### config.mk
export PLATFORM = sky130hd
export DESIGN_NAME = board_config
export DESIGN_NICKNAME = d
export VERILOG_FILES = /design/src/design/board_pkg.sv /design/src/design/board_config.sv
export SDC_FILE = /design/constraint.sdc
export NUM_CORES = 1
export LEC_CHECK = 0
export ABC_AREA = 1
export ABC_CLOCK_PERIOD_IN_PS = 1250
export BUFFER_PORTS_ARGS = -buffer_cell sky130_fd_sc_hd__buf_2
export CAP_MARGIN = 20
export CORE_AREA = 4 4 41 43
export DETAILED_ROUTE_END_ITERATION = 10
export DIE_AREA = 0 0 45 47
export GPL_ROUTABILITY_DRIVEN = 0
export PLACE_DENSITY = 0.75
export SYNTH_ARGS = -nofsm -noshare
export SYNTH_HDL_FRONTEND = slang
export SYNTH_SLANG_ARGS = --single-unit
### constraint.sdc
create_clock -name i_etx_clk -period 1.25 [get_ports i_etx_clk]
set_input_delay 0.1875 -clock i_etx_clk [delete_from_list [all_inputs] [get_ports i_etx_clk]]
set_output_delay 0.1875 -clock i_etx_clk [all_outputs]
set_load 0.01 [all_outputs]
### src/design/board_pkg.sv
// board-level constants and types for the DIP decode and the PHY-side Ethernet stage
package board_pkg;

   ////////////////////////////////////////////////////////////////////////////
   // DIP switches and reset vector

   localparam int DIP_WIDTH   = 4;
   localparam int SYNC_STAGES = 2;   // synchronizer depth

   typedef logic [DIP_WIDTH-1:0] dip_t;
   typedef logic [31:0]          reset_vec_t;

   // boot targets picked by dip[1:0]
   localparam reset_vec_t RESET_VEC_ROM    = 32'h4000_0000;  // dip[0] low
   localparam reset_vec_t RESET_VEC_DRAM   = 32'h8000_0000;  // 01
   localparam reset_vec_t RESET_VEC_KERNEL = 32'h8020_0000;  // 11

   ////////////////////////////////////////////////////////////////////////////
   // Ethernet transmit widths

   localparam int MII_WIDTH      = 4;   // MAC nibble
   localparam int PHY_DATA_WIDTH = 8;   // GMII-style PHY byte

   typedef logic [MII_WIDTH-1:0]      mii_nibble_t;
   typedef logic [PHY_DATA_WIDTH-1:0] phy_txd_t;

endpackage

### src/design/board_config.sv
// DIP switch synchronizer and reset-vector decode for the core boot address
module board_config (
   input  logic                   i_etx_clk,
   input  logic                   i_rst,
   input  board_pkg::dip_t        i_dip,
   output board_pkg::reset_vec_t  o_reset_vector
);

   board_pkg::dip_t       dip_sync [board_pkg::SYNC_STAGES];
   board_pkg::reset_vec_t vec_dec;

   ////////////////////////////////////////////////////////////////////////////
   // synchronizer, switches are asynchronous to the clock

   always_ff @(posedge i_etx_clk) begin
      if (i_rst) begin
         for (int i = 0; i < board_pkg::SYNC_STAGES; i++) begin
            dip_sync[i] <= '0;
         end
      end else begin
         dip_sync[0] <= i_dip;
         for (int i = 1; i < board_pkg::SYNC_STAGES; i++) begin
            dip_sync[i] <= dip_sync[i-1];
         end
      end
   end

   ////////////////////////////////////////////////////////////////////////////
   // decode, only the low two switches matter

   always_comb begin
      casez (dip_sync[board_pkg::SYNC_STAGES-1][1:0])
         2'b?0:   vec_dec = board_pkg::RESET_VEC_ROM;
         2'b01:   vec_dec = board_pkg::RESET_VEC_DRAM;
         2'b11:   vec_dec = board_pkg::RESET_VEC_KERNEL;
         default: vec_dec = board_pkg::RESET_VEC_ROM;
      endcase
   end

   always_ff @(posedge i_etx_clk) begin
      if (i_rst) begin
         o_reset_vector <= board_pkg::RESET_VEC_ROM;   // boot from ROM
      end else begin
         o_reset_vector <= vec_dec;
      end
   end

endmodule

==> impl_metrics.ini <==
[worst_setup_path]
path_cells = buf_2
crit_arrival_ps = 660
path_max_fanout = 1
required_ps = 1060
worst-setup-path-type = reg -> out
crit_buf_inv = 1
start_kind = flip-flop
crit_path_end_kind = output port
critPathTopFamily = flip-flops
cp_slowest_cell = dfxtp_1
slowest_delay_ps = 300

[cells_and_area]
drive_gt1_share_pct = 20.34
multi_input_area_sq_um = 137.6
n_antenna_cell = 0
nets = 66
area_delta_synth_final_pct = -9.091
fillCellCount = 156
seqCellArea_sq_um = 140.1

[clock_tree]
ctsHoldBuffers = 0
htree_levels = 1
cts_resized = 0
cts.sinks = 7
post_cts_buffers = 0
clkLatencyLatePin_ps = 250
clk_path_buf_depth = 2
cts_tree = yes
clk_pin_slew_ps = 50
cts-root-buf = clkbuf_4
cts-buffers-inserted = 3

[job]
maxCapViolations = 0

[sta]
maxSlewViolCount = 0
hold_viol_final = 0
finalCritPeriodShare_pct = 68.08
rsz0062_at_grt = false
fmax_ghz = 1.175
setup_viol = 0
skew_ps = 0.8888
final.setup.tns_ps = 0
period_minus_slack_ps = 851.0

[synthesis]
syn_area_sq_um = 412.9
ys_seq_elements = 7
postSynthAreaPerCell_sq_um = 8.258
ys_seq_area_share_pct = 33.94
synthTopCellsByArea = buf_4 53%, dfxtp_1 34%, nor2_1 4.5%, inv_1 3.6%, inv_2 1.8%
synth_top_area_cell = buf_4
synth_cell_types = 8
netlist_instances = 50
yosys_warnings = 0
synth_top_area_share_pct = 52.73

[power]
ir_worst_vdd_v = 0.0006848
fin_total_pwr_w = 0.0004891
powerDensity_mw_per_mm2 = 1303
p_leak_nw = 0.2315

[global_routing]
grt_max_degree = 7
grt_pass1_wl_microns = 593
gr-total-overflow = 0
antenna_found_initial = 0
grt_usage_pct = 4.747
grt_pass1_vias = 155

[routing]
ant_nets = 0
route.vias.total = 216
wl_microns = 468
viasPerCell = 2.919
drt_iter0_drc = 0
drc = 0
routedWlPerCell_microns = 6.324
dr.pass1.iters = 1

[run_status]
outcome = complete, no violations

[floorplanning]
dieWidth_microns = 45
die_h_microns = 47
die-area_sq_mm = 0.002115
rows = 13
num_io_pins = 38
core_area_sq_mm = 0.001301
start_util_pct = 31.73

[placed_design]
dpl.hpwl_microns = 404.3
io_buffers = 6

[worst_hold_path]
hp-class = in -> reg
[registers in the layout (all words and copies together) (netlist names)]
name and cells:
o_reset_vector 3, dip_sync 4
[area by class of cell]
type / instances / share of cell area, %
Sequential cell: 7 / 37.33
Multi-Input combinational cell: 36 / 36.67
Timing Repair Buffer: 6 / 8.000
Clock buffer: 4 / 7.000
Inverter: 6 / 6.000
Tap cell: 15 / 5.000
[cells by family after synthesis]
group,after synthesis,share of synthesized area [%]
buffers and inverters,35,58.18
AND/OR/NAND/NOR,7,6.970
other,1,0.9082
flip-flops,7,33.94
[synthesized netlist by cell type]
| master | number |
|---|---|
| inv_1 | 4 |
| nor2_1 | 5 |
| dfxtp_1 | 7 |
| buf_4 | 29 |
| inv_2 | 2 |
| nand2_2 | 1 |
| nand2_1 | 1 |
| conb_1 | 1 |
[layer usage]
layer | track usage [%] | share of wire (%) | up-vias | wire (microns)
li1 | - | - | 103 | -
met1 | 3.196 | 23 | 88 | 106
met2 | 6.215 | 47 | 25 | 220
met3 | 8.046 | 30 | 0 | 141
met4 | 1.754 | 0 | 0 | 0
met5 | 0 | 0 | - | 0
[metrics by stage]
step | cell area, sq um | hold WS (ps) | instances | util (%) | setup WS (ps)
floorplan | 518.0 | 258.7 | 78 | - | 731.7
global placement | 349.1 | 390.7 | 70 | 26.83 | 664.6
detailed placement | 349.1 | 395.6 | 70 | 26.83 | 655.4
CTS | 375.4 | 137.3 | 74 | 28.85 | 378.2
global route | 375.4 | 136.0 | 74 | 28.85 | 352.7
finish | 375.4 | 141.2 | 74 | 28.85 | 399.0
[where the power goes]
part	total (W)	switching (W)	leakage [nW]	internal, W
registers	0.000234	0.00000226	0.0575	0.000232
clock network	0.000198	0.0000769	0.0150	0.000121
logic	0.0000569	0.0000492	0.159	0.00000769
total	0.000489	0.000128	0.231	0.000361
[tightest hold or removal path: stages]
cell and delay (ps):
buf_2 80, inv_1 30, nor2_1 60
[final timing paths]
| kind | startpoint | end | slack, ps | cells after the start |
|---|---|---|---|---|
| max | o_reset_vector[30] | o_reset_vector[30] | 400 | 1 |
| min | i_dip[1] | dip_sync[0][1] | 140 | 3 |
| max reg2reg | dip_sync[0][4] | o_reset_vector[30] | 740 | 1 |
| min reg2reg | dip_sync[0][0] | dip_sync[0][4] | 400 | 2 |
[cell usage in the layout, fill, tap and decap left out]
master     n
clkbuf_4   3
buf_2      6
clkbuf_1   1
dfxtp_1    7
nand2_2    1
nor2_1     5
inv_2      2
conb_1    29
inv_1      4
nand2_1    1
Power figures use the tool's default switching activity.
