$ cat config.mk
export PLATFORM = sky130hd
export DESIGN_NAME = boot_ram_port
export DESIGN_NICKNAME = d
export VERILOG_FILES = /design/src/design/bram_pkg.sv /design/src/design/boot_ram_port.sv
export SDC_FILE = /design/constraint.sdc
export NUM_CORES = 1
export LEC_CHECK = 0
export ABC_AREA = 0
export BUFFER_PORTS_ARGS = -buffer_cell sky130_fd_sc_hd__buf_2
export CAP_MARGIN = 30
export CORE_AREA = 2 2 145 147
export CTS_CLUSTER_SIZE = 28
export DETAILED_ROUTE_END_ITERATION = 16
export DIE_AREA = 0 0 147 149
export HOLD_SLACK_MARGIN = 0.05
export PLACE_DENSITY = 0.51
export SYNTH_ARGS = -nofsm -noshare
export SYNTH_HDL_FRONTEND = slang
export SYNTH_SLANG_ARGS = --single-unit
$ cat constraint.sdc
create_clock -name i_etx_clk -period 4.45 [get_ports i_etx_clk]
set_clock_uncertainty 0.15 [all_clocks]
set_input_delay 0.445 -clock i_etx_clk [delete_from_list [all_inputs] [get_ports i_etx_clk]]
set_output_delay 0.445 -clock i_etx_clk [all_outputs]
set_load 0.01 [all_outputs]
$ cat src/design/bram_pkg.sv
// boot RAM geometry and data types, shared by the word port and the line array
package bram_pkg;

   ////////////////////////////////////////////////////////////////////////////
   // geometry

   localparam int BRAM_SIZE  = 12;    // log2 of bytes, 4 KB
   localparam int BRAM_WIDTH = 128;   // line width
   localparam int WORD_WIDTH = 64;    // port word width

   localparam int BRAM_LINES = (2 ** BRAM_SIZE) / (BRAM_WIDTH / 8);

   // address split, byte-in-word / word-in-line / line index
   // word width is fixed at 64, so the byte offset is a constant
   localparam int OFFSET_BITS = 3;
   localparam int LSB_BITS    = $clog2(BRAM_WIDTH / WORD_WIDTH);
   localparam int BLK_BITS    = BRAM_SIZE - LSB_BITS - OFFSET_BITS;

   ////////////////////////////////////////////////////////////////////////////
   // types

   typedef logic [BRAM_SIZE-1:0]      byte_addr_t;
   typedef logic [BLK_BITS-1:0]       line_idx_t;
   typedef logic [LSB_BITS-1:0]       lane_t;     // which word of the line

   typedef logic [WORD_WIDTH-1:0]     word_t;
   typedef logic [WORD_WIDTH/8-1:0]   strb_t;
   typedef logic [BRAM_WIDTH-1:0]     line_t;
   typedef logic [BRAM_WIDTH/8-1:0]   line_strb_t; // one enable per line byte

endpackage
$ cat src/design/boot_ram_port.sv
// boot RAM word port; request/response handshake and lane steering toward the line array
module boot_ram_port (
   input  logic                  i_etx_clk,
   input  logic                  i_rst,
   // request channel
   input  logic                  i_req_valid,
   output logic                  o_req_ready,
   input  logic                  i_req_we,
   input  bram_pkg::byte_addr_t  i_req_addr,
   input  bram_pkg::strb_t       i_req_strb,
   input  bram_pkg::word_t       i_req_wdata,
   // read response channel
   output logic                  o_rsp_valid,
   input  logic                  i_rsp_ready,
   output bram_pkg::word_t       o_rsp_rdata,
   // array side
   output logic                  o_ram_en,
   output bram_pkg::line_idx_t   o_ram_line,
   output bram_pkg::lane_t       o_ram_lane,
   output bram_pkg::line_strb_t  o_ram_we,
   output bram_pkg::line_t       o_ram_wdata,
   input  bram_pkg::word_t       i_ram_rdata
);

   logic                 req_fire;
   logic                 rsp_fire;
   logic                 rsp_held;    // response already stalled a cycle
   bram_pkg::word_t      rsp_q;
   bram_pkg::line_strb_t lane_strb;

   assign rsp_fire = o_rsp_valid & i_rsp_ready;

   // one read in flight, ready again as soon as the response leaves
   assign o_req_ready = ~o_rsp_valid | i_rsp_ready;
   assign req_fire    = i_req_valid & o_req_ready;

   ////////////////////////////////////////////////////////////////////////////
   // address split and lane steering

   // byte offset within the word is ignored, strobes carry it
   assign o_ram_line = i_req_addr[bram_pkg::BRAM_SIZE-1 -: bram_pkg::BLK_BITS];
   assign o_ram_lane = i_req_addr[bram_pkg::OFFSET_BITS +: bram_pkg::LSB_BITS];

   assign lane_strb = bram_pkg::line_strb_t'(i_req_strb)
                      << (o_ram_lane * (bram_pkg::WORD_WIDTH / 8));

   assign o_ram_en    = req_fire;
   assign o_ram_we    = (req_fire & i_req_we) ? lane_strb : '0;
   assign o_ram_wdata = {(bram_pkg::BRAM_WIDTH / bram_pkg::WORD_WIDTH){i_req_wdata}};

   ////////////////////////////////////////////////////////////////////////////
   // read response

   always_ff @(posedge i_etx_clk) begin
      if (i_rst) begin
         o_rsp_valid <= 1'b0;
         rsp_held    <= 1'b0;
      end else begin
         if (req_fire && !i_req_we) begin
            o_rsp_valid <= 1'b1;   // data is out of the array next cycle
         end else if (rsp_fire) begin
            o_rsp_valid <= 1'b0;
         end
         rsp_held <= o_rsp_valid & ~i_rsp_ready;
      end
   end

   // keep the word from the first response cycle while stalled
   always_ff @(posedge i_etx_clk) begin
      if (o_rsp_valid && !rsp_held) begin
         rsp_q <= i_ram_rdata;
      end
   end

   assign o_rsp_rdata = rsp_held ? rsp_q : i_ram_rdata;

endmodule

==> results of run 1 <==
-- how the worst max path moves through the flow --
stage	start	end	slack, ns	depth (start not counted)
final	rsp_held$_SDFF_PP0_	o_rsp_rdata[44]	1.99	3
after global routing	rsp_held$_SDFF_PP0_	o_rsp_rdata[44]	1.89	3
after CTS	o_rsp_valid$_SDFFE_PP0P_	o_ram_en	1.70	4
after detailed placement	i_rsp_ready	o_ram_en	1.86	5
after global placement	rsp_held$_SDFF_PP0_	rsp_q[27]$_DFFE_PP_	1.93	2
after floorplan	rsp_held$_SDFF_PP0_	rsp_q[0]$_DFFE_PP_	0.35	3
-- worst max-delay path, delay by kind of cell (launching register included) --
family | cells | cell delay, ns
multiplexers | 1 | 0.32
flip-flops | 1 | 0.71
buffers and inverters | 2 | 0.47
-- area by class of cell --
class,instances,area (sq um),area share [%]
flip-flops and latches,66,1966,43.28
multi-input cells,96,1077,23.72
repair buffers,164,840.8,18.51
well taps,275,344.1,7.576
clock buffers,10,229.0,5.041
clock inverters,6,81.33,1.791
inverters,1,3.754,0.08264
-- per-layer routing --
metal	vias up	routed length, um	track usage [%]
met1	1061	3891	9.759
met3	26	2331	8.807
met4	2	290	4.038
met2	236	6074	18.17
li1	999	-	-
met5	-	45	2.045
-- flip-flops by register name, summed over array words and instances, names as in the netlist --
signal       flops
rsp_q           64
o_rsp_valid      1
rsp_held         1
-- per-stage QoR --
step / utilization, % / hold slack (ns) / total power [mW]
2_1_floorplan: - / 0.3641 / 0.9593
3_3_place_gp: 20.45 / 0.4719 / 0.9243
3_5_place_dp: 20.55 / 0.4764 / 0.9288
4_1_cts: 22.06 / 0.1251 / 1.680
5_1_grt: 22.09 / 0.1278 / 1.723
6_report: 22.09 / 0.1418 / 1.644
-- report_power, final --
group / internal, mW / switching (mW)
combinational: 0.101 / 0.0914
clock: 0.486 / 0.246
sequential: 0.710 / 0.00892
-- cells by family after synthesis --
logic type / count (synthesis) / share of synthesized area (%)
buf+inv: 148 / 27.08
flops: 66 / 47.19
mux: 64 / 21.76
simple gates: 31 / 3.852
compound gates: 1 / 0.1203
-- cells in the mapped netlist --
cell	count	area share, %
nor2b_1	2	0.30
nor2_1	1	0.090
nand2_1	9	0.81
and4bb_2	1	0.30
inv_1	1	0.090
nor3_1	14	1.7
a21oi_1	1	0.12
buf_6	7	1.9
nand2b_1	2	0.30
buf_4	137	25
nor4b_1	1	0.21
mux2_2	15	4.1
edfxtp_1	64	46
mux2_4	49	18
dfxtp_1	2	0.96
buf_2	2	0.24
clkbuf_2	1	0.12
and2_1	1	0.15
==> summary.md, run 1 <==
| Metric | Value |
|---|---|
| Worst Setup Start Kind | `register` |
| Post-Syn Area per Cell | `~13 sq um` |
| Slew margin rel. | `between 50 and 60%` |
| Placed cells | `601` |
| Die width | `between 100 and 150 um` |
| Reg clk slew, reported paths | `around 0.060 ns` |
| First-pass GRT wire length | `17220 um` |
| P_leak | `between 1.5 and 2 nW` |
| Status | `finished clean` |
| Worst Hold Depth | `2` |
| Commonest non-fill, non-tap cell in the layout | `buf_2` |
| First-pass DRT Iterations | `4` |
| Number of synthesized register bits | `66` |
| CP Data Arrival Time | `around 1.9 ns` |
| Worst-Skew Late Latency | `between 0.3 and 0.4 ns` |
| DP Area | `approximately 4200 sq um` |
| Vias | `approximately 2300` |
| Worst hold start | `i_rst` |
| Critical path peak fanout | `34` |
| Final worst slack | `a little under 2 ns` |
| H-Tree Level Count | `3` |
| Layout Nets | `just under 500` |
| Worst Hold Path EP | `rsp_held$_SDFF_PP0_` |
| Worst VDD drop | `approximately 0.17 mV` |
| Final period util | `a little under three fifths` |
| Total grt overflow | `0` |
| R2r endpoint | `rsp_q[28]$_DFFE_PP_` |
| Synthesis-to-layout area growth | `9.239%` |
| Initial antenna violation count | `0` |
| Post-route setup TNS | `0 ns` |
| Starting Density | `between 20% and 30%` |
| Post-CTS Setup Repair Bufs | `0` |
| YS warnings | `0` |
| Final Setup Violations | `0` |
| Crit path time final | `approximately 2.5 ns` |
| Synth unique cells | `18` |
| Pwr per Cell Area | `~360 nW/um^2` |
| Slowest Stage Delay on Critical Path | `approximately 0.71 ns` |
| Cells after Synth | `between 300 and 400` |
| Largest net degree at the start of global routing | `46` |
| Net Count, Synth | `roughly 460` |
| Sinks on Clock Net | `66` |
| Fmax | `406.5 MHz` |
| CTS Hold Bufs | `0` |
| Fillcell total | `2220` |
| Vias in the first global route | `between 2000 and 2500` |
| WL final | `between 10000 and 15000 um` |
| Buffers on Ports | `between 150 and 200` |
| Die height | `~150 um` |
| DR DRC count | `0` |
| ANT cells | `0` |
| Final Cell Area | `about 4500 sq um` |
| Setup crit end kind | `output port` |
| Most frequent cells in the layout | `161 x buf_2, 64 x edfxtp_1, 49 x mux2_4` |
| DR WL/cell | `around 20 um` |
| CTS Buf Count | `9` |
| Actual slew at the worst max-slew pin | `0.6143 ns` |
| Core area | `roughly 21000 sq um` |
| Seq/Total Area, Yosys | `between 40 and 50%` |
| Ports | `between 300 and 400` |
| CP Cell Sequence | `buf_12, mux2_4, buf_2` |
| Worst hold path type | `input pin to register` |
| Die ar. | `21900 sq um` |
| Critical path type | `register to output port` |
| Starting DRT DRC Count | `109` |
| RSZ-0062 raised after global routing | `false` |
| CTS tree | `yes` |
| CTS resizes | `0` |
| Fin cells | `618` |
| R2R depth | `2` |
| Worst R2R Setup Slack | `roughly 2.2 ns` |
| Placement Rows | `between 50 and 60` |
| Root Driver | `clkbuf_16` |
| DR vias/cell | `about 3.8` |
| ANT nets after route | `0` |
| Max_cap viols | `0` |
| Share of cells above drive strength 1 | `between 70% and 80%` |
| Mapped Area | `about 4200 sq um` |
| Detail Placement HPWL | `10710 um` |
| RR Startpoint | `rsp_held$_SDFF_PP0_` |
| GRT Util Overall | `a little over a tenth` |
| Max Slew Vio Count | `0` |
| Post-Place Worst Slack | `1.856 ns` |
| CTS max path bufs | `2` |
| WP data required | `slightly below 4 ns` |
| CP max-delay cell | `dfxtp_4` |
| Global placement routability congestion | `around 0.74` |
| Final-report hold violation count | `0` |
(Power assumes the default switching activity.)
==> run 2, diff against run 1 <==
- ABC_AREA: 0 -> 1
- CORE_AREA: 2 2 145 147 -> 2 2 143 145
- DIE_AREA: 0 0 147 149 -> 0 0 145 147
- PLACE_DENSITY: 0.51 -> 0.52
- clock period: 4.45 -> 2.4 ns (I/O delays scaled with it)
==> run 2 against run 1 <==
Against the previous run: clock power increased by 76%; sequential power grew 85%; count of clock-buffer cells in the layout is 1 lower; via count up 27%; global-route usage fell by 0.66 points; core utilization grew 3.7 points; setup slack got worse by 1.7 ns; power increased by 84%; register-to-register slack worse by 1.4 ns; critical path type unchanged; highest routed layer is now met4.
==> summary.md, run 2 <==
| Metric | Value |
|---|---|
| Crit path time final | `2.079 ns` |
| Synthesis-to-layout area growth | `25.58%` |
| Die width | `around 150 um` |
| First-pass GRT wire length | `between 15000 and 20000 um` |
| Placement Rows | `52` |
| CTS tree | `yes` |
| Max Slew Vio Count | `0` |
| Mapped Area | `4069 sq um` |
| Reg clk slew, reported paths | `approximately 0.05 ns` |
| Top cells by area, synth | `edfxtp_1 47%, buf_4 25%, o21ai_0 7.7%` |
| Layout Nets | `between 600 and 700` |
| Simple-gate area share of the yosys netlist | `a little under a tenth` |
| WP data required | `around 2.0 ns` |
| Worst VDD drop | `0.2640 mV` |
| Main synth FF type | `edfxtp_1` |
| Actual slew at the worst max-slew pin | `between 0.4 and 0.5 ns` |
| YS warnings | `0` |
| Yosys top cell by area | `edfxtp_1` |
| Seq/Total Area, Yosys | `between 40% and 50%` |
| Core area | `approximately 20000 sq um` |
| Main combinational cell family by area after synthesis | `buffers and inverters` |
| ANT cells | `0` |
| Starting Density | `20.50%` |
| CTS max path bufs | `2` |
| CTS Buf Count | `9` |
| Adder-cell share of the synthesized area | `0%` |
| WP buf/inv | `2` |
| Slowest Stage Delay on Critical Path | `~0.60 ns` |
| Largest net degree at the start of global routing | `57` |
| Final-report hold violation count | `0` |
| Total grt overflow | `0` |
| Sinks on Clock Net | `66` |
| Post-synth EDFFs | `64` |
| Final Cell Area | `a little over 5000 sq um` |
| GRT Util Overall | `just over 10%` |
| Cells after Synth | `between 400 and 500` |
| Detail Placement HPWL | `slightly above 8000 um` |
| RSZ-0062 raised after global routing | `false` |
| Post-Syn Area per Cell | `8.962 sq um` |
| Share of cells above drive strength 1 | `around a third` |
| Async SR Flop Fraction | `0%` |
| List of most frequent post-synthesis cells | `137 x buf_4, 81 x nand2_1, 68 x inv_1` |
| P_leak | `between 2 and 2.5 nW` |
| Most common cell in the synthesized netlist | `buf_4` |
| Starting DRT DRC Count | `90` |
| Root Driver | `clkbuf_16` |
| Crit-path leading delay family | `flip-flops` |
| DR WL/cell | `~14 um` |
| Mux contribution to synthesized area | `0%` |
| Number of synthesized register bits | `between 60 and 70` |
| Net Count, Synth | `between 600 and 700` |
| Die height | `around 150 um` |
| Global placement routability congestion | `~0.74` |
| Final Setup Violations | `0` |
| Vias | `between 2000 and 3000` |
| CP max-delay cell | `dfxtp_4` |
| Final period util | `about 87%` |
| Initial antenna violation count | `0` |
| Most frequent cells in the layout | `161 x buf_2, 81 x nand2_1, 69 x dlygate4sd3_1` |
| Synth unique cells | `16` |
| Largest regs | `rsp_q: 64 flops, o_rsp_valid: 1 flops, rsp_held: 1 flops` |
| Worst-Skew Late Latency | `between 0.3 and 0.4 ns` |
| ANT nets after route | `0` |
| Critical path peak fanout | `38` |
| First-pass DRT Iterations | `4` |
| H-Tree Level Count | `3` |
| Post-Synth XOR/XNOR Area | `0%` |
| Post-route setup TNS | `0 ns` |
| Final Power | `3.027 mW` |
| Worst hold path type | `input pin to output port` |
| CTS resizes | `0` |
| Synth top area share | `between 40% and 50%` |
| Slew margin rel. | `approximately 68%` |
| Die ar. | `~21000 sq um` |
| DR DRC count | `0` |
| Critical path type | `register to output port` |
| Status | `finished clean` |
| Hold Worst Slack | `approximately 0.33 ns` |
| WL final | `11250 um` |
| Vias in the first global route | `roughly 2900` |
| Pwr per Cell Area | `592.5 nW/um^2` |
| Fmax | `a little under 500 MHz` |
| DP Area | `4135 sq um` |
| Max_cap viols | `0` |
| Ports | `roughly 370` |
| Commonest non-fill, non-tap cell in the layout | `buf_2` |
| Largest register FFs | `64` |
| Compound-gate portion of the synthesized area | `slightly above 8%` |
| Post-CTS Setup Repair Bufs | `0` |
| Buffers on Ports | `between 150 and 200` |
| Setup crit end kind | `output port` |
| CP Data Arrival Time | `about 1.7 ns` |
| Biggest register | `rsp_q` |
| CP Cell Sequence | `buf_4, nand2_1, o21ai_0, buf_2` |
| DR vias/cell | `3.593` |
| Worst Setup Start Kind | `register` |
run 2: cell types whose count changed after synthesis, sizes merged, moves of 4 or more:
cell	change
nor2	+17
inv	+67
nand2	+73
clkbuf	+4
o21ai	+64
mux2	-64
nor3	-14
run 2: worst paths after layout:
| check | from | to | slack, ns | depth (start not counted) |
|---|---|---|---|---|
| setup reg to reg | rsp_held$_SDFF_PP0_ | rsp_q[36]$_DFFE_PP_ | 0.81 | 2 |
| setup / recovery | rsp_held$_SDFF_PP0_ | o_rsp_rdata[41] | 0.32 | 4 |
| hold / removal | i_req_addr[8] | o_ram_line[4] | 0.33 | 0 |
| hold reg to reg | o_rsp_valid$_SDFFE_PP0P_ | rsp_q[63]$_DFFE_PP_ | 0.79 | 3 |
run 2: cells by family after synthesis:
logic type | count (synthesis)
buffers and inverters | 221
AND/OR/NAND/NOR | 101
flip-flops | 66
AO/OA/AOI/OAI | 66
run 2: per-layer routing:
layer / GRT usage (%) / vias up / routed length [um]
met5: 0.4545 / - / 0
met4: 5.347 / 0 / 415
met3: 5.559 / 39 / 1307
met2: 17.12 / 201 / 5442
met1: 10.30 / 1246 / 4085
li1: - / 1460 / -
run 2: metrics by stage:
| stage | cells | worst slack [ns] | util [%] |
|---|---|---|---|
| floorplan | 454 | 0.2595 | - |
| global placement | 736 | 0.6470 | 20.84 |
| detailed placement | 736 | 0.6373 | 20.84 |
| CTS | 820 | 0.2638 | 25.75 |
| global route | 820 | 0.1252 | 25.75 |
| finish | 820 | 0.3209 | 25.75 |
run 2: power by group:
part / total (mW) / internal, mW / switching (mW) / leakage (nW)
clock: 1.29 / 0.791 / 0.501 / 0.135
combinational: 0.405 / 0.203 / 0.202 / 1.52
sequential: 1.33 / 1.32 / 0.0145 / 0.607
run 2: repair_timing:
item	CTS	global route
hold endpoints to repair	66	0
hold buffers	69	0
setup endpoints to repair	0	0
run 2: final cells by class:
class	count	area, sq um
inverter	68	255.2
sequential	66	1966
multi-input combinational	167	728.2
clock inverter	6	58.81
timing repair buffer	234	1539
fill	2134	14730
tap	270	337.8
clock buffer	9	225.2
