===== config.mk =====
export PLATFORM = sky130hd
export DESIGN_NAME = eth_phy_regs
export DESIGN_NICKNAME = d
export VERILOG_FILES = /design/src/design/board_pkg.sv /design/src/design/eth_phy_regs.sv
export SDC_FILE = /design/constraint.sdc
export NUM_CORES = 1
export LEC_CHECK = 0
export BUFFER_PORTS_ARGS = -buffer_cell sky130_fd_sc_hd__clkbuf_2
export CORE_AREA = 5 5 42 44
export CTS_CLUSTER_DIAMETER = 120
export CTS_CLUSTER_SIZE = 10
export DETAILED_ROUTE_END_ITERATION = 12
export DIE_AREA = 0 0 47 49
export HOLD_SLACK_MARGIN = 0.03
export PLACE_DENSITY = 0.55
export REMOVE_ABC_BUFFERS = 1
export SLEW_MARGIN = 25
export SYNTH_ARGS = -nofsm -noshare
export SYNTH_HDL_FRONTEND = slang
export SYNTH_SLANG_ARGS = --single-unit

===== constraint.sdc =====
create_clock -name i_etx_clk -period 0.8 [get_ports i_etx_clk]
set_input_delay 0 -clock i_etx_clk [delete_from_list [all_inputs] [get_ports i_etx_clk]]
set_output_delay 0 -clock i_etx_clk [all_outputs]
set_load 0.1 [all_outputs]

===== src/design/board_pkg.sv =====
// board-level constants and types for the DIP decode and the PHY-side Ethernet stage
package board_pkg;

   ////////////////////////////////////////////////////////////////////////////
   // DIP switches and reset vector

   localparam int DIP_WIDTH   = 4;
   localparam int SYNC_STAGES = 2;   // synchronizer depth

   typedef logic [DIP_WIDTH-1:0] dip_t;
   typedef logic [31:0]          reset_vec_t;

   // boot targets picked by dip[1:0]
   localparam reset_vec_t RESET_VEC_ROM    = 32'h4000_0000;  // dip[0] low
   localparam reset_vec_t RESET_VEC_DRAM   = 32'h8000_0000;  // 01
   localparam reset_vec_t RESET_VEC_KERNEL = 32'h8020_0000;  // 11

   ////////////////////////////////////////////////////////////////////////////
   // Ethernet transmit widths

   localparam int MII_WIDTH      = 4;   // MAC nibble
   localparam int PHY_DATA_WIDTH = 8;   // GMII-style PHY byte

   typedef logic [MII_WIDTH-1:0]      mii_nibble_t;
   typedef logic [PHY_DATA_WIDTH-1:0] phy_txd_t;

endpackage


===== src/design/eth_phy_regs.sv =====
// PHY-side Ethernet register stage for transmit data, MDIO pins and the PHY reset
module eth_phy_regs (
   input  logic                    i_etx_clk,
   input  logic                    i_rst,
   // MAC side
   input  board_pkg::mii_nibble_t  i_tx_data,
   input  logic                    i_tx_en,
   input  logic                    i_tx_er,
   input  logic                    i_mdio_o,
   input  logic                    i_mdio_t,
   output logic                    o_mdio_i,
   input  logic                    i_mac_rstn,
   input  logic                    i_clk_locked,
   // PHY pins
   output board_pkg::phy_txd_t     o_etxd,
   output logic                    o_etx_en,
   output logic                    o_etx_er,
   output logic                    o_emdio_o,
   output logic                    o_emdio_t,
   input  logic                    i_emdio_i,
   output logic                    o_erstn
);

   localparam int PAD_BITS = board_pkg::PHY_DATA_WIDTH - board_pkg::MII_WIDTH;

   ////////////////////////////////////////////////////////////////////////////
   // transmit path

   always_ff @(posedge i_etx_clk) begin
      if (i_rst) begin
         o_etxd   <= '0;
         o_etx_en <= 1'b0;
         o_etx_er <= 1'b0;
      end else begin
         o_etxd   <= {{PAD_BITS{1'b0}}, i_tx_data};   // nibble in the low half
         o_etx_en <= i_tx_en;
         o_etx_er <= i_tx_er;
      end
   end

   ////////////////////////////////////////////////////////////////////////////
   // MDIO

   always_ff @(posedge i_etx_clk) begin
      if (i_rst) begin
         o_emdio_o <= 1'b0;
         o_emdio_t <= 1'b1;     // released, PHY pulls the line
         o_mdio_i  <= 1'b0;
      end else begin
         o_emdio_o <= i_mdio_o;
         o_emdio_t <= i_mdio_t;
         o_mdio_i  <= i_emdio_i;   // sample toward the MAC
      end
   end

   // hold the PHY in reset until the clocks are locked
   assign o_erstn = i_mac_rstn & i_clk_locked;

endmodule


==> summary.md, run 1 <==
| Metric | Value |
|---|---|
| DP Area | `538 um^2` |
| CORE AREA | `1400 um^2` |
| DRC violations left | `0` |
| Die H | `49 um` |
| Finished Core Util | `0.489` |
| Area leader, netlist | `dfxtp_1` |
| Ys Warns | `0` |
| CP top delay family | `flip-flops` |
| Via-per-instance ratio | `3.43` |
| Final Hold Viols | `0` |
| Post-layout instance area | `686 um^2` |
| Die ar. | `2300 um^2` |
| CP startpoint kind | `flop` |
| H-tree depth | `1` |
| I/O pins | `27` |
| Worst Setup Path Type | `flop to primary output` |
| CTS Sinks | `9` |
| CP Max Fanout | `1` |
| Critical Path Max Stage Delay | `340 ps` |
| Hold slack | `394 ps` |
| Top cells by area, synth | `dfxtp_1 (65%), nor2b_1 (18%), buf_4 (11%)` |
| Final cell count without fillers | `76` |
| RSZ-0062 raised after global routing | `true` |
| Setup bufs post-CTS | `0` |
| Post-synth top area share | `0.652` |
| Largest net degree at the start of global routing | `8` |
| Clock-pin transition on the worst setup and hold timing paths | `60 ps` |
| Most frequent cells in the layout | `clkbuf_2 (12), dlygate4sd3_1 (11), buf_12 (10)` |
| Status | `finished, final reports clean` |
| Mux cell area share after synthesis | `0` |
| Synth unique cells | `6` |
| WP data arrival | `770 ps` |
| Commonest non-fill, non-tap cell in the layout | `clkbuf_2` |
| Via count | `261` |
| TritonRoute pass-1 iters | `1` |
| Final Critical Period | `768 ps` |
| Antenna Violating Nets Remaining | `0` |
| Largest family of logic cells by synthesized area | `simple AND/OR/NAND/NOR gates` |
| Worst path cell trace | `buf_12` |
| Compound-gate portion of the synthesized area | `0` |
| WL/cell | `9.50 um` |
| F_max | `1300 MHz` |
| Pre-CTS WS | `269 ps` |
| Post-synthesis area per instance | `11.5 um^2` |
| Clock Path Buffers | `2` |
| Synth Instances | `24` |
| Initial DRC count | `0` |
| Fraction of layout cells with a size suffix above 1 | `0.567` |
| Peak VDD IR | `750 uV` |
| DIE WIDTH | `47 um` |
| Post-Route WL | `722 um` |
| Setup Viol. Count Final | `0` |
| CP Data Required Time | `800 ps` |
| Post-Syn Area | `277 um^2` |
| Clock Root Buffer | `clkbuf_4` |
| Vias in the first global route | `284` |
| Inserted Clock Buffers | `3` |
| Port bufs | `22` |
| Setup slack after layout | `31.6 ps` |
| Max cap viols | `0` |
| Fin crit share | `0.960` |
| Initial Util | `0.197` |
| Placed Cells | `61` |
| Post-Synth XOR/XNOR Area | `0` |
| Power Dens Cells | `1930 nW/um^2` |
| NumNets Final | `74` |
| Initial antenna violation count | `0` |
| Crit path capture type | `primary output` |
| GPL Wtd Cong | `0.535` |
| Leakage | `0.000311 uW` |
| Final Max Tran Viols | `0` |
| Site Rows | `14` |
| Diodes inserted | `0` |
| CP Buf/Inv Count | `1` |
| Fraction of the mapped netlist area in simple logic gates | `0.226` |
| Post-Synth Adder-Cell Area | `0` |
| Gr usage total | `0.0749` |
| P&R area growth vs syn | `148%` |
| First-pass GRT wire length | `1100 um` |
| Seq/Total Area, Yosys | `0.652` |
| Number of synthesized register bits | `9` |
| GR Overflow Total | `0` |
| CP max stage cell | `dfxtp_2` |
| HP Class | `input pin to primary output` |
| CTS tree | `yes` |
[final cells by class]
cell class / instances / area (um^2)
well taps: 16 / 20.0
multi-input cells: 14 / 77.6
flip-flops and latches: 9 / 191
fillers: 135 / 716
repair buffers: 33 / 370
clock buffers: 4 / 26.3
[sequential cells by signal, summed over array words and instances (netlist names)]
name and count:
o_etx_er 1, o_emdio_o 1, o_emdio_t 1, o_mdio_i 1
o_etx_en 1, o_etxd 4
[cell usage after synthesis (all sizes together)]
cell type,count
and2,1
buf,4
conb,1
dfxtp,9
nor2b,8
or2,1
[metrics by stage]
stage          power [uW]  setup TNS (ps)
2_1_floorplan         782            -981
6_report             1330               0
3_5_place_dp          940               0
4_1_cts              1350               0
5_1_grt              1390           -35.6
3_3_place_gp          939               0
[report_power, final]
group / total (uW) / internal (uW) / switching, uW
Combinational: 479 / 168 / 311
Sequential: 497 / 478 / 19.0
Clock: 350 / 192 / 157
[path summary, 6_finish.rpt]
check          from  endpoint  slack (ps)  cells past startpoint
max        o_etx_er  o_etx_er          30                      1
min    i_clk_locked   o_erstn         390                      3
[routing by layer]
layer | up-vias | track usage | part of all wire
met1 | 112 | 0.0643 | 0.35
met3 | 0 | 0.0443 | 0.097
met4 | 0 | 0.0691 | 0
met2 | 13 | 0.113 | 0.55
met5 | - | 0 | 0
li1 | 136 | - | -
[cell families after synthesis]
kind of cell,Yosys count
buffers and inverters,4
flip-flops,9
other,1
AND/OR/NAND/NOR,10
[repair_timing]
item,in CTS,in global routing
resized for setup,9,0
hold buffers,11,0
setup endpoints to repair,9,6
gates cloned,0,0
hold endpoints to repair,9,0
No activity file was read; power rests on OpenSTA's default activity.
==> inputs of run 2 (changes only) <==
--- a/config.mk
+++ b/config.mk
@@ -6,13 +6,15 @@
 export NUM_CORES = 1
 export LEC_CHECK = 0
 export BUFFER_PORTS_ARGS = -buffer_cell sky130_fd_sc_hd__clkbuf_2
-export CORE_AREA = 5 5 42 44
+export CELL_PAD_IN_SITES_DETAIL_PLACEMENT = 1
+export CELL_PAD_IN_SITES_GLOBAL_PLACEMENT = 2
+export CORE_MARGIN = 5
+export CORE_UTILIZATION = 16
 export CTS_CLUSTER_DIAMETER = 120
 export CTS_CLUSTER_SIZE = 10
 export DETAILED_ROUTE_END_ITERATION = 12
-export DIE_AREA = 0 0 47 49
 export HOLD_SLACK_MARGIN = 0.03
-export PLACE_DENSITY = 0.55
+export PLACE_DENSITY = 0.74
 export REMOVE_ABC_BUFFERS = 1
 export SLEW_MARGIN = 25
 export SYNTH_ARGS = -nofsm -noshare
==> run 2 against run 1 <==
- sequential power about the same
- cell area up 0.18%
- wire length up 6.2%
- via count up 4.6%
- sequential cell count unchanged
- critical path depth unchanged
- combinational power about the same
- worst setup slack worse by 3.5 ps
- final cell count up 1.3%
- total power down 0.46%
- clock power down 2%
==> summary.md, run 2 (synthesis gave the netlist of run 1 again) <==
| Metric | Value |
|---|---|
| Status | `finished, final reports clean` |
| F_max | `1300 MHz` |
| Final cell count without fillers | `77` |
| Gr usage total | `0.0664` |
| Worst path cell trace | `buf_12` |
| GPL Wtd Cong | `0.609` |
| TritonRoute pass-1 iters | `2` |
| HP Class | `input pin to primary output` |
| Setup Viol. Count Final | `0` |
| Final Critical Period | `772 ps` |
| Crit path capture type | `primary output` |
| Diodes inserted | `0` |
| FILL cells | `180` |
| Clock-pin transition on the worst setup and hold timing paths | `60 ps` |
| Max reg flops | `4` |
| CP max stage cell | `dfxtp_2` |
| DRC violations left | `0` |
| Crit. Startpoint | `o_etx_en` |
| Hold slack | `396 ps` |
| CTS tree | `yes` |
| CTS Sinks | `9` |
| Inserted Clock Buffers | `3` |
| NumNets Final | `74` |
| First-pass GRT wire length | `1190 um` |
| Fraction of layout cells with a size suffix above 1 | `0.567` |
| Commonest non-fill, non-tap cell in the layout | `clkbuf_2` |
| CP Data Required Time | `800 ps` |
| I/O pins | `27` |
| Largest net degree at the start of global routing | `8` |
| Vias in the first global route | `296` |
| Max cap viols | `0` |
| Hold Crit Start | `i_clk_locked` |
| P&R area growth vs syn | `148%` |
| Peak VDD IR | `935 uV` |
| Die ar. | `2660 um^2` |
| Post-Route WL | `767 um` |
| Initial Util | `0.164` |
| Setup slack after layout | `28.1 ps` |
| DIE WIDTH | `51.6 um` |
| Multi-input gate area | `77.6 um^2` |
| CP startpoint kind | `flop` |
| Via-per-instance ratio | `3.55` |
| Antenna Violating Nets Remaining | `0` |
| Worst Setup Path Type | `flop to primary output` |
| Initial DRC count | `3` |
| WL/cell | `9.96 um` |
| Reg with most FFs | `o_etxd` |
| Power Dens Cells | `1920 nW/um^2` |
| GR Overflow Total | `0` |
| Fin crit share | `0.965` |
| Hold path endpoint | `o_erstn` |
| WP data arrival | `770 ps` |
| Final Max Tran Viols | `0` |
| Die H | `51.6 um` |
| CP Max Fanout | `1` |
| Clock Path Buffers | `2` |
| Setup bufs post-CTS | `0` |
| RSZ-0062 raised after global routing | `true` |
| Placed Cells | `62` |
| Port bufs | `22` |
| Reg area | `191 um^2` |
| Final Hold Viols | `0` |
| Initial antenna violation count | `0` |
| Via count | `273` |
| CP top delay family | `flip-flops` |
| Site Rows | `15` |
| Pre-CTS WS | `268 ps` |
| Leakage | `0.000311 uW` |
| H-tree depth | `1` |
| CORE AREA | `1690 um^2` |
| Hold path cells | `3` |
| Most frequent cells in the layout | `clkbuf_2 (12), dlygate4sd3_1 (11), buf_12 (10)` |
| Clock Root Buffer | `clkbuf_4` |
| CP Buf/Inv Count | `1` |
| Critical Path Max Stage Delay | `340 ps` |
[run 2: cell counts in the layout (fill, tap and decap cells not counted)]
Identical to the previous run, type by type.
[run 2: how the worst max path moves through the flow]
stage	cells after the start	slack (ps)	to
2_1_floorplan	0	-110	o_emdio_o
3_3_place_gp	2	280	o_emdio_t
3_5_place_dp	1	270	o_emdio_o
4_1_cts	1	2	o_etxd[0]
5_1_grt	1	-5	o_mdio_i
6_report	1	30	o_etx_en
[run 2: power breakdown]
| part | internal, uW | total [uW] | switching (uW) | leakage, uW |
|---|---|---|---|---|
| Clock | 192 | 342 | 150 | 0.0000150 |
| Combinational | 168 | 480 | 313 | 0.000220 |
| Sequential | 478 | 497 | 19.2 | 0.0000769 |
[run 2: per-stage QoR]
step                      utilization  total power, uW  setup TNS [ps]  instance area (um^2)
after global placement          0.319              938               0                   539
after global routing            0.407             1380           -18.6                   687
final                           0.407             1320               0                   687
after floorplan                     -              782            -981                   258
after CTS                       0.406             1340               0                   686
after detailed placement        0.319              943               0                   539
[run 2: timing repair]
action,in CTS,in global routing
endpoints found under the setup margin,8,7
resized for setup,8,1
hold buffers,11,0
endpoints found under the hold margin,9,0
[run 2: cell type report]
| type | instances | share of cell area |
|---|---|---|
| Clock buffer | 4 | 0.0383 |
| Tap cell | 17 | 0.0310 |
| Multi-Input combinational cell | 14 | 0.113 |
| Timing Repair Buffer | 33 | 0.539 |
| Sequential cell | 9 | 0.279 |
[run 2: metal layers]
layer,global-route usage,up-vias,routed length [um]
met1,0.0478,124,212
met2,0.125,15,466
met5,0,-,0
met3,0.0602,0,88
met4,0.0131,0,0
li1,-,134,-
==> inputs of run 3 (changes only) <==
--- a/config.mk
+++ b/config.mk
@@ -15,6 +15,7 @@
 export DETAILED_ROUTE_END_ITERATION = 12
 export HOLD_SLACK_MARGIN = 0.03
 export PLACE_DENSITY = 0.74
+export RECOVER_POWER = 25
 export REMOVE_ABC_BUFFERS = 1
 export SLEW_MARGIN = 25
 export SYNTH_ARGS = -nofsm -noshare
==> run 3 against run 2 <==
- non-clock buffer count unchanged
- sequential share of layout area increased by 0.62 points
- count of clock-buffer cells in the layout unchanged
- sequential cell count unchanged
- clock power about the same
- die area unchanged
- cell area decreased by 2.2%
- sequential power about the same
- combinational power decreased by 2%
- core utilization decreased by 0.89 points
- highest routed layer unchanged
==> summary.md, run 3 (synthesis gave the netlist of run 1 again) <==
| Metric | Value |
|---|---|
| Status | `finished, final reports clean` |
| Gr usage total | `0.0664` |
| Commonest non-fill, non-tap cell in the layout | `clkbuf_2` |
| DP Area | `539 um^2` |
| Critical Path Max Stage Delay | `340 ps` |
| Initial antenna violation count | `0` |
| Worst path cell trace | `buf_12` |
| Most frequent cells in the layout | `clkbuf_2 (13), dlygate4sd3_1 (11), dfxtp_2 (9), buf_12 (9), nor2b_1 (8)` |
| Site Rows | `15` |
| Final Max Tran Viols | `0` |
| CP max stage cell | `dfxtp_2` |
| Hold path cells | `3` |
| WP data arrival | `770 ps` |
| CP top delay family | `flip-flops` |
| Clock Path Buffers | `2` |
| Peak VDD IR | `935 uV` |
| Initial DRC count | `3` |
| CTS tree | `yes` |
| Fin crit share | `0.965` |
| Clock Root Buffer | `clkbuf_4` |
| RSZ-0062 raised after global routing | `true` |
| HP Class | `input pin to flop` |
| GR Overflow Total | `0` |
| Hold slack | `461 ps` |
| DIE WIDTH | `51.6 um` |
| NumNets Final | `74` |
| GPL Wtd Cong | `0.609` |
| Max cap viols | `0` |
| Reg with most FFs | `o_etxd` |
| First-pass GRT wire length | `1190 um` |
| Final Hold Viols | `0` |
| Power Dens Cells | `1950 nW/um^2` |
| CP Buf/Inv Count | `1` |
| Post-Route WL | `769 um` |
| Worst slew pin tran | `542 ps` |
| DRC violations left | `0` |
| FILL cells | `181` |
| Diodes inserted | `0` |
| TritonRoute pass-1 iters | `2` |
| Via count | `273` |
| Clock-pin transition on the worst setup and hold timing paths | `60 ps` |
| Vias in the first global route | `296` |
| H-tree depth | `1` |
| I/O pins | `27` |
| Hold Crit Start | `i_mdio_t` |
| Die ar. | `2660 um^2` |
| Hold path endpoint | `o_emdio_t` |
| CTS Sinks | `9` |
| Crit path capture type | `primary output` |
| CP Data Required Time | `800 ps` |
| CP startpoint kind | `flop` |
| Worst Setup Path Type | `flop to primary output` |
| Final Critical Period | `772 ps` |
| Fraction of layout cells with a size suffix above 1 | `0.567` |
| Die H | `51.6 um` |
| F_max | `1300 MHz` |
| Post-layout instance area | `672 um^2` |
| Final setup TNS | `0 ps` |
| Port bufs | `22` |
| Via-per-instance ratio | `3.55` |
| Largest net degree at the start of global routing | `8` |
| CP Max Fanout | `1` |
| Inserted Clock Buffers | `3` |
| Setup Viol. Count Final | `0` |
| Initial Util | `0.164` |
| CORE AREA | `1690 um^2` |
| Antenna Violating Nets Remaining | `0` |
| Multi-input gate area | `77.6 um^2` |
| WL/cell | `9.99 um` |
| Max reg flops | `4` |
| Reg area | `191 um^2` |
| Leakage | `0.000307 uW` |
| P&R area growth vs syn | `143%` |
| Relative max-transition margin | `0.640` |
-- run 3: cell count changes in the layout (fill, tap and decap cells not counted) --
cell,before,now
clkbuf_2,12,13
buf_12,10,9
-- run 3: report_power, final --
part	leakage (uW)	switching, uW	internal [uW]	total [uW]
sequential	0.0000769	19.2	478	497
clock	0.0000150	150	192	342
combinational	0.000215	311	159	471
-- run 3: final cells by class --
cell class,instances,share of cell area
Clock buffer,4,0.0391
Multi-Input combinational cell,14,0.115
Sequential cell,9,0.285
Tap cell,17,0.0317
Timing Repair Buffer,33,0.529
-- run 3: routing by layer --
layer	GRT usage	wire length, um	vias up
li1	-	-	134
met1	0.0478	215	124
met2	0.125	465	15
met3	0.0602	88	0
met4	0.0131	0	0
met5	0	0	-
-- run 3: timing repair --
action                                  in CTS  in global routing
hold endpoints to repair                     9                  0
buffers inserted                             0                  0
cloned                                       0                  0
hold buffers                                11                  0
endpoints found under the setup margin       8                  7
gates resized for setup                      8                  1
-- run 3: worst max-delay path by stage --
stage                   start   endpoint  slack (ps)  depth (start not counted)
finish               o_etx_en   o_etx_en          30                          1
global route         o_mdio_i   o_mdio_i          -5                          1
CTS                 o_etxd[0]  o_etxd[0]           2                          1
detailed placement  o_emdio_o  o_emdio_o         270                          1
global placement        i_rst  o_emdio_t         280                          2
floorplan           o_emdio_o  o_emdio_o        -110                          0
-- run 3: metrics by stage --
step                      instances  total power (uW)  utilization  setup slack (ps)
final                            77              1310        0.398              28.1
after global routing             77              1370        0.398             -5.32
after CTS                        77              1340        0.406              2.29
after detailed placement         62               943        0.319               268
after global placement           62               938        0.319               281
after floorplan                  23               782            -              -109
